`src/cart_config.svh`:
```
`ifndef CART_CONFIG_SVH
`define CART_CONFIG_SVH

////////////////////////////////////////////////////////////
// rom geometry
////////////////////////////////////////////////////////////

// the store holds one 16-bit word per two byte addresses
`define ROM_ADDR_BITS 16
`define ROM_WORDS 32768

////////////////////////////////////////////////////////////
// register offsets of the loader
////////////////////////////////////////////////////////////

`define REG_CTRL 4'h0
`define REG_DATA 4'h4
`define REG_STATUS 4'h8

`define DAC_BITS 4

`endif

```
`src/cart_pkg.sv`:
```
`include "cart_config.svh"

package cart_pkg;

	////////////////////////////////////////////////////////////
	// rom side
	////////////////////////////////////////////////////////////

	typedef logic [`ROM_ADDR_BITS-1:0] rom_addr_t;
	typedef logic [`ROM_ADDR_BITS-2:0] word_addr_t;
	typedef logic [7:0] rom_byte_t;
	typedef logic [15:0] rom_word_t;

	// bit 0 is the low byte, which holds the even address
	typedef logic [1:0] lane_t;

	////////////////////////////////////////////////////////////
	// host and audio side
	////////////////////////////////////////////////////////////

	typedef logic [3:0] axil_addr_t;
	typedef logic [31:0] axil_data_t;
	typedef logic [`DAC_BITS-1:0] sample_t;

	// the byte sits in both halves, the lane picks the one that is written
	typedef struct packed {
		word_addr_t addr;
		lane_t lane;
		rom_word_t data;
	} store_wr_t;

	typedef enum logic [1:0] {
		axil_idle,
		axil_store,
		axil_resp
	} axil_state_t;

endpackage

```
`src/axil_download_regs.sv`:
```
`include "cart_config.svh"

module axil_download_regs
	import cart_pkg::*;
(
	input  logic       clk_sys,
	input  logic       rst,
	input  axil_addr_t awaddr,
	input  logic       awvalid,
	output logic       awready,
	input  axil_data_t wdata,
	input  logic [3:0] wstrb,
	input  logic       wvalid,
	output logic       wready,
	output logic [1:0] bresp,
	output logic       bvalid,
	input  logic       bready,
	input  axil_addr_t araddr,
	input  logic       arvalid,
	output logic       arready,
	output axil_data_t rdata,
	output logic [1:0] rresp,
	output logic       rvalid,
	input  logic       rready,
	output store_wr_t  wr,
	output logic       wr_req,
	input  logic       wr_ack,
	output logic       download,
	output logic       soft_reset,
	input  logic       loaded
);
	axil_state_t state;
	rom_addr_t byte_addr;
	logic busy;
	logic data_wr;
	axil_data_t rd_mux;

	// a toggle is outstanding until the store copies it back
	assign busy = wr_req != wr_ack;

	assign awready = state == axil_store;
	assign wready = state == axil_store;
	assign bvalid = state == axil_resp;
	assign bresp = 2'b00;
	assign rresp = 2'b00;

	assign data_wr = awready && awaddr == `REG_DATA && wstrb[0] && download;

	////////////////////////////////////////////////////////////
	// write channel
	////////////////////////////////////////////////////////////

	always_ff @(posedge clk_sys) begin
		if (rst) begin
			state <= axil_idle;
		end else begin
			case (state)
				axil_idle: begin
					if (awvalid && wvalid && !busy)
						state <= axil_store;
				end
				axil_store: begin
					state <= axil_resp;
				end
				axil_resp: begin
					if (bready)
						state <= axil_idle;
				end
				default: begin
					state <= axil_idle;
				end
			endcase
		end
	end

	always_ff @(posedge clk_sys) begin
		if (rst) begin
			download <= 1'b0;
			soft_reset <= 1'b0;
			byte_addr <= '0;
			wr_req <= 1'b0;
		end else if (awready) begin
			if (awaddr == `REG_CTRL && wstrb[0]) begin
				download <= wdata[0];
				soft_reset <= wdata[1];
				// a new download always starts at the bottom of the rom
				if (wdata[0])
					byte_addr <= '0;
			end
			if (data_wr) begin
				wr_req <= ~wr_req;
				byte_addr <= byte_addr + 1'b1;
			end
		end
	end

	always_ff @(posedge clk_sys) begin
		if (data_wr) begin
			wr.addr <= byte_addr[`ROM_ADDR_BITS-1:1];
			wr.lane <= {byte_addr[0], ~byte_addr[0]};
			wr.data <= {2{wdata[7:0]}};
		end
	end

	////////////////////////////////////////////////////////////
	// read channel
	////////////////////////////////////////////////////////////

	always_comb begin
		case (araddr)
			`REG_CTRL: rd_mux = {30'd0, soft_reset, download};
			`REG_STATUS: rd_mux = {byte_addr, 14'd0, busy, loaded};
			default: rd_mux = '0;
		endcase
	end

	always_ff @(posedge clk_sys) begin
		if (rst) begin
			arready <= 1'b0;
			rvalid <= 1'b0;
		end else if (arvalid && arready) begin
			arready <= 1'b0;
			rvalid <= 1'b1;
		end else if (rvalid && rready) begin
			rvalid <= 1'b0;
			arready <= 1'b1;
		end else if (!rvalid) begin
			arready <= 1'b1;
		end
	end

	always_ff @(posedge clk_sys) begin
		if (arvalid && arready)
			rdata <= rd_mux;
	end

	// the host must never get a write through while the store still owes an ack
	assert property (@(posedge clk_sys) disable iff (rst) awready |-> wr_req == wr_ack);

endmodule

```
`config.mk`:
```
export PLATFORM = sky130hd
export DESIGN_NAME = axil_download_regs
export DESIGN_NICKNAME = d
export VERILOG_FILES = /design/src/cart_pkg.sv /design/src/axil_download_regs.sv
export VERILOG_INCLUDE_DIRS = /design/src
export SDC_FILE = /design/constraint.sdc
export NUM_CORES = 1
export LEC_CHECK = 0
export ABC_CLOCK_PERIOD_IN_PS = 2480
export BUFFER_PORTS_ARGS = -buffer_cell sky130_fd_sc_hd__buf_2
export CAP_MARGIN = 25
export CELL_PAD_IN_SITES_DETAIL_PLACEMENT = 2
export CELL_PAD_IN_SITES_GLOBAL_PLACEMENT = 2
export CORE_MARGIN = 2
export CORE_UTILIZATION = 28
export CTS_BUF_LIST = sky130_fd_sc_hd__clkbuf_16
export DETAILED_ROUTE_END_ITERATION = 12
export GPL_ROUTABILITY_DRIVEN = 1
export PLACE_DENSITY = 0.85
export SLEW_MARGIN = 20
export SYNTH_ARGS = -nofsm -noshare
export SYNTH_HDL_FRONTEND = slang
export SYNTH_SLANG_ARGS = --single-unit
```
`constraint.sdc`:
```
create_clock -name clk_sys -period 2.48 [get_ports clk_sys]
set_input_delay 0.372 -clock clk_sys [delete_from_list [all_inputs] [get_ports clk_sys]]
set_output_delay 0.372 -clock clk_sys [all_outputs]
set_load 0.01 [all_outputs]
```
==> results.cfg <==
[status]
status = finished clean

[cts]
cts_hold_buf = 0
clkTransAtPathRegs_ns = 0.05
clockBufferDepth = 2
numCtsBuffers = 9
cts_tree = yes
cts_root_buffer = clkbuf_16
cts_sinks = 66
insertion_delay_ns = 0.33
cts_resized = 0
htree_levels = 3
cts_setup_buffers = 0

[sta]
fin_tns_setup_ns = 0
finalSetupViolations = 0
max_slew_margin_pct = 48.0
hold_viol = 0
fin_crit_sh_pct = 77.5
clock.fmax_ghz = 0.521
worst_slew_pin_slew_ns = 0.780
finClkSkew_ns = 0.00699
period_needed_ns = 1.92
holdWs_ns = 0.221
rsz0062_at_grt = no
maxSlewViolCount = 0

[floorplanning]
core_area_um2 = 9280
die_y_um = 102
row_count = 35
die_width_um = 102
start_util_pct = 29.1
pin_count = 130
die_area_um2 = 10400

[global_routing]
gr-total-overflow = 0
grt_pass1_wl_um = 11000
grt_max_degree = 23
grt_pass1_vias = 2066
grt_usage_pct = 14.0
antenna_found_initial = 0

[synthesis]
ys_warn_count = 0
netlist_instances = 214
syn_area_um2 = 2700
synth_seq_cells = 66
syn_area_per_cell_um2 = 12.6
yosysUniqueCellTypes = 35
ys_seq_area_share_pct = 64.9

[setup_path]
rrSetupSlack_ns = 0.56
crit_family = simple AND/OR/NAND/NOR gates
end_kind = flip-flop
path_buf_inv = 0
timing.rr.start = download$_SDFFE_PP0P_
cp_slowest_cell = or4_1
crit_fanout = 11
r2r_cells = 4
cp_cell_sequence = mux2_2 > nand4_2 > or4_1 > a21oi_1
worst_r2r_endpoint = byte_addr[11]$_SDFFE_PP0P_
slowest_delay_ns = 0.63
crit_arrival_ns = 2.16
critPathKind = reg -> reg
worst-endpoint-required_ns = 2.72
cp-start-kind = flip-flop

[layout]
fin_nets = 353
area_growth_pct = 29.1
diodes = 0
drive_gt1_share_pct = 35.5
design_area_um2 = 3490

[placement]
port_buffers = 84
place_area_um2 = 3170
gp_congestion = 0.743
dp_hpwl_um = 4850

[job]
maxCapViolCount = 0

[power]
power_density_nw_per_um2 = 741
p_leak_nw = 1.35
peakVddDrop_v = 0.000353

[min_path]
min_path_cells = 1
hp-start = wdata[5]
whs_endpoint = wr[13]$_DFFE_PP_
hold_path.class = in -> reg

[detailed_routing]
num_vias = 1925
drt_iter0_drc = 48
drt_wl_total_um = 7050
wl_per_cell_um = 16.3
first_pass_iters = 4
ant_nets = 0
post-route-drc-count = 0
vias_per_cell = 4.45
[cell usage in the layout, fill, tap and decap left out, types with 2 or more instances in the layout]
| master | instances |
|---|---|
| nor2_1 | 10 |
| mux2i_1 | 3 |
| a21oi_1 | 14 |
| conb_1 | 18 |
| nand2_1 | 6 |
| edfxtp_1 | 43 |
| inv_1 | 7 |
| and2_1 | 18 |
| and3_1 | 2 |
| nand3_1 | 4 |
| xnor2_1 | 4 |
| clkinvlp_4 | 2 |
| o31ai_1 | 4 |
| buf_4 | 3 |
| nand4_1 | 6 |
| nor4_1 | 2 |
| buf_2 | 84 |
| dfxtp_1 | 23 |
| clkbuf_16 | 9 |
| nand4_2 | 2 |
| or4_1 | 4 |
| o21ai_0 | 9 |
| nand2b_1 | 3 |
| or3_1 | 8 |
| bufinv_16 | 2 |
[cell usage after synthesis]
cell type	n	area (um^2)
buf_4	27	203
xnor2_1	4	35.0
mux2_2	1	11.3
a22oi_1	1	7.51
mux2i_1	3	30.0
o21ai_0	9	45.0
nand4_2	2	25.0
o31ai_1	4	30.0
inv_2	1	3.75
nand2b_1	3	18.8
a21oi_1	14	70.1
nand4_1	6	37.5
nand2_1	6	22.5
inv_1	5	18.8
conb_1	1	3.75
clkbuf_1	2	7.51
nor3_1	1	5.00
or3_1	8	50.1
buf_2	2	10.0
xor2_1	1	8.76
nor3b_2	1	12.5
and4_1	1	8.76
nor2b_1	1	6.26
edfxtp_1	43	1290
nor4_1	2	12.5
or4_1	4	30.0
dfxtp_1	23	460
ha_1	1	12.5
nand3_1	4	20.0
nor4b_1	1	8.76
a21o_1	1	7.51
nor4b_4	1	23.8
nor2_1	10	37.5
and3_1	2	12.5
and2_1	18	113
[metal layers]
layer | vias to the layer above | wire length, um | GRT usage (%)
met3 | 10 | 307 | 1.92
met2 | 59 | 3790 | 25.7
met4 | 0 | 133 | 7.08
met1 | 952 | 2810 | 15.7
met5 | - | 0 | 0
li1 | 904 | - | -
[power breakdown]
group | switching, W | internal [W]
logic | 0.0000566 | 0.0000299
clock network | 0.000449 | 0.000868
registers | 0.00000377 | 0.00117
total | 0.000510 | 0.00207
[flip-flops by register name, indices dropped and copies added, names as in the netlist]
signal,flops
wr_req,1
download,1
byte_addr,16
arready,1
rdata,18
state,2
soft_reset,1
wr,25
rvalid,1
[stage by stage]
stage / instances / setup slack (ns) / total power, W / utilization, %
finish: 433 / 0.559 / 0.00258 / 37.5
global route: 433 / 0.503 / 0.00266 / 37.5
CTS: 433 / 0.584 / 0.00261 / 37.5
detailed placement: 417 / 0.367 / 0.00129 / 34.2
global placement: 417 / 0.472 / 0.00128 / 34.2
floorplan: 231 / 0.604 / 0.00126 / -
[how the worst max path moves through the flow]
| stage | slack [ns] | endpoint | depth (start not counted) | startpoint |
|---|---|---|---|---|
| global placement | 0.47 | byte_addr[11]$_SDFFE_PP0P_ | 5 | awaddr[1] |
| global route | 0.50 | byte_addr[12]$_SDFFE_PP0P_ | 5 | byte_addr[0]$_SDFFE_PP0P_ |
| detailed placement | 0.37 | byte_addr[11]$_SDFFE_PP0P_ | 5 | awaddr[1] |
| floorplan | 0.60 | wr[10]$_DFFE_PP_ | 3 | awaddr[1] |
| finish | 0.56 | byte_addr[11]$_SDFFE_PP0P_ | 4 | download$_SDFFE_PP0P_ |
| CTS | 0.58 | byte_addr[11]$_SDFFE_PP0P_ | 4 | download$_SDFFE_PP0P_ |
[cells by family after synthesis]
group	synth area share, %
other cells	0.139
flops	64.9
simple gates	16.5
xor+xnor	1.62
compound gates	5.93
fa+ha+maj	0.463
mux	1.53
buf+inv	8.99
[layout make-up]
class | instances | area [um^2]
Timing Repair Buffer | 88 | 463
Tap cell | 129 | 161
Sequential cell | 66 | 1750
Fill cell | 1018 | 5800
Clock inverter | 7 | 86.3
Inverter | 6 | 22.5
Clock buffer | 9 | 225
Multi-Input combinational cell | 128 | 776
(Power assumes the default switching activity.)
