### config.mk
export PLATFORM = sky130hd
export DESIGN_NAME = audio_dac
export DESIGN_NICKNAME = d
export VERILOG_FILES = /design/src/cart_pkg.sv /design/src/audio_dac.sv
export VERILOG_INCLUDE_DIRS = /design/src
export SDC_FILE = /design/constraint.sdc
export NUM_CORES = 1
export LEC_CHECK = 0
export BUFFER_PORTS_ARGS = -buffer_cell sky130_fd_sc_hd__clkbuf_2
export CORE_AREA = 2 2 39 41
export CTS_BUF_LIST = sky130_fd_sc_hd__clkbuf_8
export DETAILED_ROUTE_END_ITERATION = 8
export DIE_AREA = 0 0 41 43
export GPL_TIMING_DRIVEN = 0
export PLACE_DENSITY = 0.36
export SKIP_CTS_REPAIR_TIMING = 1
export SLEW_MARGIN = 10
export SYNTH_ARGS = -nofsm -noshare
export SYNTH_HDL_FRONTEND = slang
export SYNTH_SLANG_ARGS = --single-unit
### constraint.sdc
create_clock -name clk_sys -period 4 [get_ports clk_sys]
set_clock_uncertainty 0.05 [all_clocks]
set_input_delay 0.4 -clock clk_sys [delete_from_list [all_inputs] [get_ports clk_sys]]
set_output_delay 0.4 -clock clk_sys [all_outputs]
set_load 0.02 [all_outputs]
### src/cart_config.svh
`ifndef CART_CONFIG_SVH
`define CART_CONFIG_SVH

////////////////////////////////////////////////////////////
// rom geometry
////////////////////////////////////////////////////////////

// the store holds one 16-bit word per two byte addresses
`define ROM_ADDR_BITS 16
`define ROM_WORDS 32768

////////////////////////////////////////////////////////////
// register offsets of the loader
////////////////////////////////////////////////////////////

`define REG_CTRL 4'h0
`define REG_DATA 4'h4
`define REG_STATUS 4'h8

`define DAC_BITS 4

`endif

### src/cart_pkg.sv
`include "cart_config.svh"

package cart_pkg;

	////////////////////////////////////////////////////////////
	// rom side
	////////////////////////////////////////////////////////////

	typedef logic [`ROM_ADDR_BITS-1:0] rom_addr_t;
	typedef logic [`ROM_ADDR_BITS-2:0] word_addr_t;
	typedef logic [7:0] rom_byte_t;
	typedef logic [15:0] rom_word_t;

	// bit 0 is the low byte, which holds the even address
	typedef logic [1:0] lane_t;

	////////////////////////////////////////////////////////////
	// host and audio side
	////////////////////////////////////////////////////////////

	typedef logic [3:0] axil_addr_t;
	typedef logic [31:0] axil_data_t;
	typedef logic [`DAC_BITS-1:0] sample_t;

	// the byte sits in both halves, the lane picks the one that is written
	typedef struct packed {
		word_addr_t addr;
		lane_t lane;
		rom_word_t data;
	} store_wr_t;

	typedef enum logic [1:0] {
		axil_idle,
		axil_store,
		axil_resp
	} axil_state_t;

endpackage

### src/audio_dac.sv
`include "cart_config.svh"

module audio_dac
	import cart_pkg::*;
(
	input  logic    clk_sys,
	input  logic    rst,
	input  sample_t sample,
	output logic    dac_out
);
	// one extra bit on top holds the carry of the last addition
	logic [`DAC_BITS:0] acc;

	always_ff @(posedge clk_sys) begin
		if (rst)
			acc <= '0;
		else
			acc <= {1'b0, acc[`DAC_BITS-1:0]} + {1'b0, sample};
	end

	// the carry rate equals sample over 2**DAC_BITS
	assign dac_out = acc[`DAC_BITS];

endmodule

==> metrics.cfg, run 1 <==
[routing]
drt-pass1-iter-count = 1
drt-wirelength-per-cell_um = 8.000
vias = 196
ant_nets = 0
drc = 0
via_per_inst = 3.769
drtIter0Drc = 0
routed_wirelength_um = 416

[setup_path]
setup.worst_path.start_class = register
r2r_start = acc[0]
arrival_ns = 1.53
required_ns = 4.10
worst_r2r_endpoint = acc[4]
reg2reg_depth = 6
rrSetupSlack_ns = 2.57
path_max_fanout = 2
crit_type = reg -> reg
endpoint_kind = register

[worst_hold_path]
whs_endpoint = acc[1]
hp-class = in -> reg
hp-start = rst
whs_path_depth = 2

[sta]
slew_violations = 0
finalCritPeriodShare_pct = 35.74
final-hold-violation-count = 0
relSlewSlack_pct = 88.75
setup_viol = 0
tns_ns = 0
rsz0062_at_grt = no
period_needed_ns = 1.430
worst_pin_slew_ns = 0.1670
max_freq_ghz = 0.6995
fin_ws_ns = 2.570

[synthesis]
synth_edf_count = 0
synthCells = 26
synth_common_cells = 5 x dfxtp_1, 4 x ha_1, 4 x inv_1, 4 x nor2b_1, 2 x nor2_1
synth.area.top_cells = dfxtp_1 38%, ha_1 19%, nor2b_1 9.6%
postSynthNetCount = 37
synth_top_area_share_pct = 38.46
dominantRegCellSynth = dfxtp_1
synth.most_common_cell = dfxtp_1
ys_seq_area_share_pct = 38.46
netlist_area_um2 = 260.3
synth_area_per_cell_um2 = 10.01
synthArstFlopShare_pct = 0
synth_cell_types = 12
synth_top_area_cell = dfxtp_1
synth_warnings = 0
ys_ff_latch = 5

[layout]
fin_nets = 48
antenna_cells = 0
area_delta_synth_final_pct = 36.54
largestRegisters = acc (5)
fill_cells = 155
regMostFlops = acc
drive_gt1_share_pct = 27.78
largest_reg_flops = 5

[run]
cap_violations = 0

[power_and_ir_drop]
peakVddDrop_mv = 0.1579
powerDensity_mw_per_mm2 = 530.1
power.leakage_nw = 0.1761

[clocking]
htree_levels = 1
cts_buffers = 3
clk_latency_ns = 0.22
clk_pin_slew_worst_paths_ns = 0.04
cts_tree = built
cts.path.max_buffers = 2
cts.sinks = 5
root_buffer = clkbuf_8

[grt]
antenna_found_initial = 0
track_usage_pct = 6.439
grt_max_degree = 7
grt_first_pass_wirelength_um = 717
grt_overflow = 0
first_global_vias = 197

[run_status]
status = finished clean

[die]
die_h_um = 43
start_util_pct = 18.81
num_rows = 14
die_area_mm2 = 0.001763
core-area_mm2 = 0.001384
boundaryPins = 7
dieWidth_um = 41

[placed_design]
gp_congestion = 0.6414
preCtsSetupSlack_ns = 2.408
io_buffers = 6
hpwl_um = 351.5

placed cells by master (no fill, tap or decap), drive strengths merged, types with 2 or more instances in the layout:
cell	instances
a21oi	2
clkbuf	9
dfxtp	5
ha	4
inv	5
nor2	2
nor2b	4
stage by stage:
step                hold WS, ns  area (um^2)  total power, mW  instances  utilization [%]
global placement         0.4881        310.3          0.09760         48            22.42
detailed placement       0.5024        310.3          0.09922         48            22.42
floorplan                0.4167        260.3          0.08908         26                -
CTS                      0.3682        355.3           0.1917         52            25.68
global route             0.3861        355.3           0.2020         52            25.68
finish                   0.3659        355.3           0.1884         52            25.68
worst max path at each step:
stage	from	end	slack [ns]	cells past startpoint
after floorplan	sample[1]	acc[3]	2.57	4
after global placement	sample[0]	acc[4]	2.41	7
after detailed placement	sample[0]	acc[4]	2.41	7
after CTS	acc[0]	acc[4]	2.55	6
after global routing	acc[0]	acc[4]	2.49	6
final	acc[0]	acc[4]	2.57	6
power breakdown:
part | switching (mW) | leakage, nW | internal, mW
clock network | 0.0249 | 0.0269 | 0.0658
registers | 0.00266 | 0.0416 | 0.0586
logic | 0.0178 | 0.108 | 0.0185
logic make-up (layout without fill, tap and decap cells):
group                      after synthesis  in the layout  share of synthesized area (%)
and+or+nand+nor                          7              7                          14.42
buffers and inverters                    4             14                          5.768
adders and majority gates                5              5                          26.92
AOI/OAI and AO/OA                        4              4                          10.09
muxes                                    1              1                          4.327
DFF                                      5              5                          38.46
cell type report:
type	count	area, um^2	share of cell area (%)
clock inverter	1	3.754	1.056
timing repair buffer	6	30.03	8.451
clock buffer	3	41.29	11.62
multi-input combinational	17	145.1	40.84
sequential	5	100.1	28.17
inverter	4	15.01	4.225
tap	16	20.02	5.634
layer usage:
metal	vias up	track usage, %	part of all wire [%]
li1	104	-	-
met1	86	7.443	43
met2	4	8.125	47
met3	2	3.141	8.7
met4	0	6.000	0.96
met5	-	0	0
worst max-delay path: stages, from the launching register on:
cell,delay (ns)
dfxtp_1,0.31
ha_1,0.16
inv_1,0.05
fa_1,0.38
nor2b_1,0.16
o21ai_0,0.10
a21oi_1,0.14
(Power assumes the default switching activity.)
==> inputs of run 2 (changes only) <==
--- a/config.mk
+++ b/config.mk
@@ -6,13 +6,14 @@
 export SDC_FILE = /design/constraint.sdc
 export NUM_CORES = 1
 export LEC_CHECK = 0
+export ABC_AREA = 1
 export BUFFER_PORTS_ARGS = -buffer_cell sky130_fd_sc_hd__clkbuf_2
 export CORE_AREA = 2 2 39 41
 export CTS_BUF_LIST = sky130_fd_sc_hd__clkbuf_8
 export DETAILED_ROUTE_END_ITERATION = 8
 export DIE_AREA = 0 0 41 43
 export GPL_TIMING_DRIVEN = 0
-export PLACE_DENSITY = 0.36
+export PLACE_DENSITY = 0.37
 export SKIP_CTS_REPAIR_TIMING = 1
 export SLEW_MARGIN = 10
 export SYNTH_ARGS = -nofsm -noshare
==> constraint.sdc (replaced) <==
create_clock -name clk_sys -period 1.47 [get_ports clk_sys]
set_clock_uncertainty 0.05 [all_clocks]
set_input_delay 0.147 -clock clk_sys [delete_from_list [all_inputs] [get_ports clk_sys]]
set_output_delay 0.147 -clock clk_sys [all_outputs]
set_load 0.02 [all_outputs]
==> metrics.cfg, run 2 <==
[setup_path]
required_ns = 1.58  ; -2.52 ns
setup.worst_path.start_class = register
path_cells = ha_1 -> inv_1 -> fa_1 -> inv_1 -> nand2_1 -> nand2_1 -> a21oi_1 -> nor2_1
path_max_fanout = 2  ; unchanged
worst_r2r_endpoint = acc[4]
crit_family = adder cells
crit_start = acc[0]
arrival_ns = 1.44  ; -0.09 ns
worstSetupEndpoint = acc[4]
crit_type = reg -> reg
r2r_start = acc[0]
cpMaxStageDelayCell = fa_1
slowest_delay_ns = 0.39  ; about the same
worstSetupPathDepth = 8  ; +2
endpoint_kind = register
cp.buffers_inverters = 2  ; +1
rrSetupSlack_ns = 0.14  ; -2.43 ns
reg2reg_depth = 8  ; +2

[die]
die_area_mm2 = 0.001763  ; unchanged
num_rows = 14  ; unchanged
dieWidth_um = 41  ; unchanged
core-area_mm2 = 0.001384  ; unchanged
boundaryPins = 7  ; unchanged
start_util_pct = 19.71  ; +0.90 points
die_h_um = 43  ; unchanged

[layout]
drive_gt1_share_pct = 27.27  ; -0.51 points
final_cell_mix = 8 x inv_1, 6 x nand2_1, 6 x clkbuf_2
antenna_cells = 0  ; unchanged
largestRegisters = acc (5)
fin_util_pct = 26.67  ; +0.99 points
area_delta_synth_final_pct = 35.32
seqCellArea_um2 = 100.1  ; unchanged
largest_reg_flops = 5  ; unchanged
fin_nets = 56  ; +17%
final_common_cell = inv_1
instances_no_fill = 60  ; +15%
multiInputGateArea_um2 = 142.6  ; -1.7%
fill_cells = 162  ; +4.5%
regMostFlops = acc

[grt]
first_global_vias = 183  ; -7.1%
use_met1_pct = 6.090  ; -1.4 points
track_usage_pct = 5.416  ; -1.0 points
grt_most_used_layer = met2
antenna_found_initial = 0  ; unchanged
gr-usage-met2_pct = 7.187  ; -0.94 points
grt_overflow = 0  ; unchanged
grt_first_pass_wirelength_um = 607  ; -15%
grtUsageMet3_pct = 1.571  ; -1.6 points
grt_max_degree = 5  ; -2

[synthesis]
dominantRegCellSynth = dfxtp_1
postSynthNetCount = 45  ; +22%
synth_top_area_share_pct = 36.70  ; -1.8 points
synth_edf_count = 0  ; unchanged
synthCells = 34  ; +31%
synth_common_cells = 8 x inv_1, 6 x nand2_1, 5 x dfxtp_1, 5 x nor2_1, 4 x ha_1
synth.most_common_cell = inv_1
synth.area.top_cells = dfxtp_1 37%, ha_1 18%, inv_1 11%
synthArstFlopShare_pct = 0  ; unchanged
ys_seq_area_share_pct = 36.70  ; -1.8 points
netlist_area_um2 = 272.8  ; +4.8%
synth_top_area_cell = dfxtp_1
synth_warnings = 0  ; unchanged
synth_area_per_cell_um2 = 8.022  ; -20%
synth_cell_types = 9  ; -3
ys_ff_latch = 5  ; unchanged

[clocking]
cts_buffers = 3  ; unchanged
root_buffer = clkbuf_8
htree_levels = 1  ; unchanged
cts.sinks = 5  ; unchanged
clk_latency_ns = 0.22  ; about the same
clk_pin_slew_worst_paths_ns = 0.04  ; about the same
cts.path.max_buffers = 2  ; unchanged
cts_tree = built

[power_and_ir_drop]
power.total_uw = 527.2  ; +180%
power.leakage_nw = 0.2070  ; +17%
powerDensity_mw_per_mm2 = 1428  ; +170%
peakVddDrop_mv = 0.3721  ; +140%

[routing]
routed_wirelength_um = 434  ; +4.3%
drt-pass1-iter-count = 4  ; +3
drtIter0Drc = 4  ; +4
vias = 225  ; +15%
via_per_inst = 3.750  ; -0.51%
ant_nets = 0  ; unchanged
drt-wirelength-per-cell_um = 7.233  ; -9.6%
drc = 0  ; unchanged

[run_status]
status = finished clean

[placed_design]
io_buffers = 6  ; unchanged
dp_cells = 56  ; +17%
gp_congestion = 0.7101  ; +11%

[sta]
final-hold-violation-count = 0  ; unchanged
holdWs_ns = 0.07851  ; -0.2874 ns
slew_violations = 0  ; unchanged
finalCritPeriodShare_pct = 90.30  ; +55 points
tns_ns = 0  ; unchanged
setup_viol = 0  ; unchanged
period_needed_ns = 1.327  ; -0.1023 ns
worst_pin_slew_ns = 0.1178  ; -0.04918 ns
max_freq_ghz = 0.7534  ; +7.7%
relSlewSlack_pct = 92.15  ; +3.4 points
rsz0062_at_grt = no

[worst_hold_path]
hp-class = in -> reg

[run]
cap_violations = 0  ; unchanged

[run 2: changes by cell type in the layout (fill, tap and decap cells not counted), moves of 2 or more]
| cell | change |
|---|---|
| nand2_1 | +6 |
| nor2b_1 | -4 |
| inv_1 | +3 |
| nor2_1 | +3 |
| a21oi_1 | +2 |
[run 2: cell type report]
| type | count | area share (%) |
|---|---|---|
| Timing Repair Buffer | 6 | 8.136 |
| Sequential cell | 5 | 27.12 |
| Tap cell | 16 | 5.424 |
| Multi-Input combinational cell | 21 | 38.64 |
| Inverter | 8 | 8.136 |
| Clock buffer | 3 | 11.19 |
| Clock inverter | 1 | 1.356 |
[run 2: power breakdown]
group	switching [mW]	internal (mW)	total (mW)
combinational	0.0637	0.0463	0.110
clock	0.0702	0.182	0.252
sequential	0.00651	0.158	0.165
total	0.140	0.387	0.527
[run 2: logic make-up after synthesis]
logic type                 count (synthesis)  synth area share (%)
and+or+nand+nor                           13                 21.10
buffers and inverters                      8                 11.01
adders and majority gates                  5                 25.69
DFF                                        5                 36.70
AOI/OAI and AO/OA                          3                 5.503
[run 2: how the worst min path moves through the flow]
stage / startpoint / endpoint / slack, ns / depth (start not counted)
2_1_floorplan: rst / acc[1] / 0.16 / 1
3_3_place_gp: rst / acc[1] / 0.32 / 2
3_5_place_dp: rst / acc[1] / 0.31 / 2
4_1_cts: rst / acc[1] / 0.08 / 2
5_1_grt: rst / acc[1] / 0.09 / 2
6_report: rst / acc[1] / 0.08 / 2
[run 2: worst register-to-register path, cell delays in order, from the launching register on]
cell     delay, ns
dfxtp_1       0.30
ha_1          0.16
inv_1         0.06
fa_1          0.39
inv_1         0.07
nand2_1       0.06
nand2_1       0.06
a21oi_1       0.06
nor2_1        0.07
[run 2: stage by stage]
stage / setup slack, ns / area [um^2]
3_3_place_gp: 0.1453 / 322.8
5_1_grt: 0.01947 / 369.1
3_5_place_dp: 0.1337 / 322.8
6_report: 0.1426 / 369.1
4_1_cts: 0.1241 / 369.1
2_1_floorplan: 0.2425 / 272.8
[run 2: metal layers]
layer  up-vias  share of wire (%)  wire (um)
li1        122                  -          -
met1        96                 51        220
met2         7                 42        182
met3         0                7.4         32
met4         0                  0          0
met5         -                  0          0
==> inputs of run 3 (changes only) <==
--- a/config.mk
+++ b/config.mk
@@ -6,14 +6,13 @@
 export SDC_FILE = /design/constraint.sdc
 export NUM_CORES = 1
 export LEC_CHECK = 0
-export ABC_AREA = 1
 export BUFFER_PORTS_ARGS = -buffer_cell sky130_fd_sc_hd__clkbuf_2
 export CORE_AREA = 2 2 39 41
 export CTS_BUF_LIST = sky130_fd_sc_hd__clkbuf_8
 export DETAILED_ROUTE_END_ITERATION = 8
 export DIE_AREA = 0 0 41 43
 export GPL_TIMING_DRIVEN = 0
-export PLACE_DENSITY = 0.37
+export PLACE_DENSITY = 0.36
 export SKIP_CTS_REPAIR_TIMING = 1
 export SLEW_MARGIN = 10
 export SYNTH_ARGS = -nofsm -noshare
==> metrics.cfg, run 3 (synthesis results as in run 1) <==
[placed_design]
gp_congestion = 0.6414  ; -9.7%
io_buffers = 6  ; unchanged
dp_cells = 48  ; -14%
hpwl_um = 351.5
preCtsSetupSlack_ns = 0.06044  ; -0.07322 ns

[worst_hold_path]
hp-start = rst
hp-class = in -> reg

[clocking]
clk_pin_slew_worst_paths_ns = 0.04  ; about the same
root_buffer = clkbuf_8
cts.sinks = 5  ; unchanged
htree_levels = 1  ; unchanged
clk_latency_ns = 0.22  ; about the same
cts.path.max_buffers = 2  ; unchanged
cts_tree = built
cts_buffers = 3  ; unchanged

[grt]
grt_most_used_layer = met2
use_met1_pct = 7.443  ; +1.4 points
antenna_found_initial = 0  ; unchanged
grt_first_pass_wirelength_um = 717  ; +18%
gr-usage-met2_pct = 8.125  ; +0.94 points
first_global_vias = 197  ; +7.7%
grt_max_degree = 7  ; +2
grtUsageMet3_pct = 3.141  ; +1.6 points
track_usage_pct = 6.439  ; +1.0 points
grt_overflow = 0  ; unchanged

[run]
cap_violations = 0  ; unchanged

[die]
die_area_mm2 = 0.001763  ; unchanged
start_util_pct = 18.81  ; -0.90 points
core-area_mm2 = 0.001384  ; unchanged
dieWidth_um = 41  ; unchanged
die_h_um = 43  ; unchanged
boundaryPins = 7  ; unchanged
num_rows = 14  ; unchanged

[run_status]
status = finished clean

[setup_path]
path_cells = ha_1 -> inv_1 -> fa_1 -> nor2b_1 -> o21ai_1 -> a21oi_1
endpoint_kind = register
r2r_start = acc[0]
arrival_ns = 1.51  ; +0.07 ns
crit_start = acc[0]
setup.worst_path.start_class = register
path_max_fanout = 2  ; unchanged
slowest_delay_ns = 0.38  ; about the same
crit_type = reg -> reg
cpMaxStageDelayCell = fa_1
required_ns = 1.57  ; about the same

[sta]
finalCritPeriodShare_pct = 96.11  ; +5.8 points
relSlewSlack_pct = 89.95  ; -2.2 points
rsz0062_at_grt = yes
max_freq_ghz = 0.7078  ; -6.1%
setup_viol = 0  ; unchanged
slew_violations = 0  ; unchanged
worst_pin_slew_ns = 0.1496  ; +0.03181 ns
final-hold-violation-count = 0  ; unchanged
fin_ws_ns = 0.05712  ; -0.08548 ns
period_needed_ns = 1.413  ; +0.08548 ns

[layout]
instances_no_fill = 52  ; -13%
fin_nets = 48  ; -14%
antenna_cells = 0  ; unchanged
final_common_cell = clkbuf_2
drive_gt1_share_pct = 27.78  ; +0.51 points
regMostFlops = acc
largest_reg_flops = 5  ; unchanged
largestRegisters = acc (5)
final_cell_mix = 6 x clkbuf_2, 5 x inv_1, 5 x dfxtp_1
area_delta_synth_final_pct = 36.54

[power_and_ir_drop]
power.total_uw = 513.5  ; -2.6%
power.leakage_nw = 0.1761  ; -15%
peakVddDrop_mv = 0.4302  ; +16%
powerDensity_mw_per_mm2 = 1445  ; +1.2%

[routing]
ant_nets = 0  ; unchanged
drc = 0  ; unchanged
drt-wirelength-per-cell_um = 8.000  ; +11%
drtIter0Drc = 0  ; -4
drt-pass1-iter-count = 1  ; -3
routed_wirelength_um = 416  ; -4.1%
via_per_inst = 3.769  ; +0.51%
vias = 196  ; -13%

==> run 3: changes by cell type in the layout (fill, tap and decap cells not counted), moves of 2 or more <==
cell,delta
nand2_1,-6
nor2b_1,+4
inv_1,-3
nor2_1,-3
a21oi_1,-2
==> run 3: path summary, 6_finish.rpt <==
| kind | endpoint | slack [ns] | cells after the start |
|---|---|---|---|
| setup / recovery | acc[4] | 0.06 | 6 |
| setup reg to reg | acc[4] | 0.06 | 6 |
| hold / removal | acc[1] | 0.11 | 2 |
| hold reg to reg | acc[0] | 0.52 | 2 |
==> run 3: power by group <==
part           leakage [nW]  internal, mW  total (mW)  switching (mW)
Clock                0.0269         0.179       0.247          0.0678
Sequential           0.0416         0.160       0.167         0.00725
Combinational         0.108        0.0509      0.0998          0.0488
Total                 0.176         0.390       0.514           0.124
==> run 3: layout make-up <==
type | instances | area, um^2
timing repair buffer | 6 | 30.03
sequential | 5 | 100.1
clock inverter | 1 | 3.754
multi-input combinational | 17 | 145.1
tap | 16 | 20.02
clock buffer | 3 | 41.29
fill | 155 | 1028
inverter | 4 | 15.01
==> run 3: per-layer routing <==
metal	share of wire (%)	wire length (um)
met5	0	0
met1	43	178
met2	47	197
met4	0.96	4
met3	8.7	36
==> run 3: metrics by stage <==
step           util, %  TNS (ns)  area [um^2]  hold WS [ns]
6_report         25.68         0        355.3        0.1123
5_1_grt          25.68  -0.04248        355.3        0.1331
4_1_cts          25.68         0        355.3        0.1152
3_5_place_dp     22.42         0        310.3        0.3455
3_3_place_gp     22.42         0        310.3        0.3464
2_1_floorplan        -         0        260.3        0.1637
==> run 3: worst max-delay path, delay by kind of cell (launching register included) <==
family | cells | cell delay [ns]
adder cells (fa/ha/maj) | 2 | 0.54
buffers and inverters | 1 | 0.05
AND/OR/NAND/NOR | 1 | 0.17
AO/OA/AOI/OAI | 2 | 0.21
flip-flops | 1 | 0.31
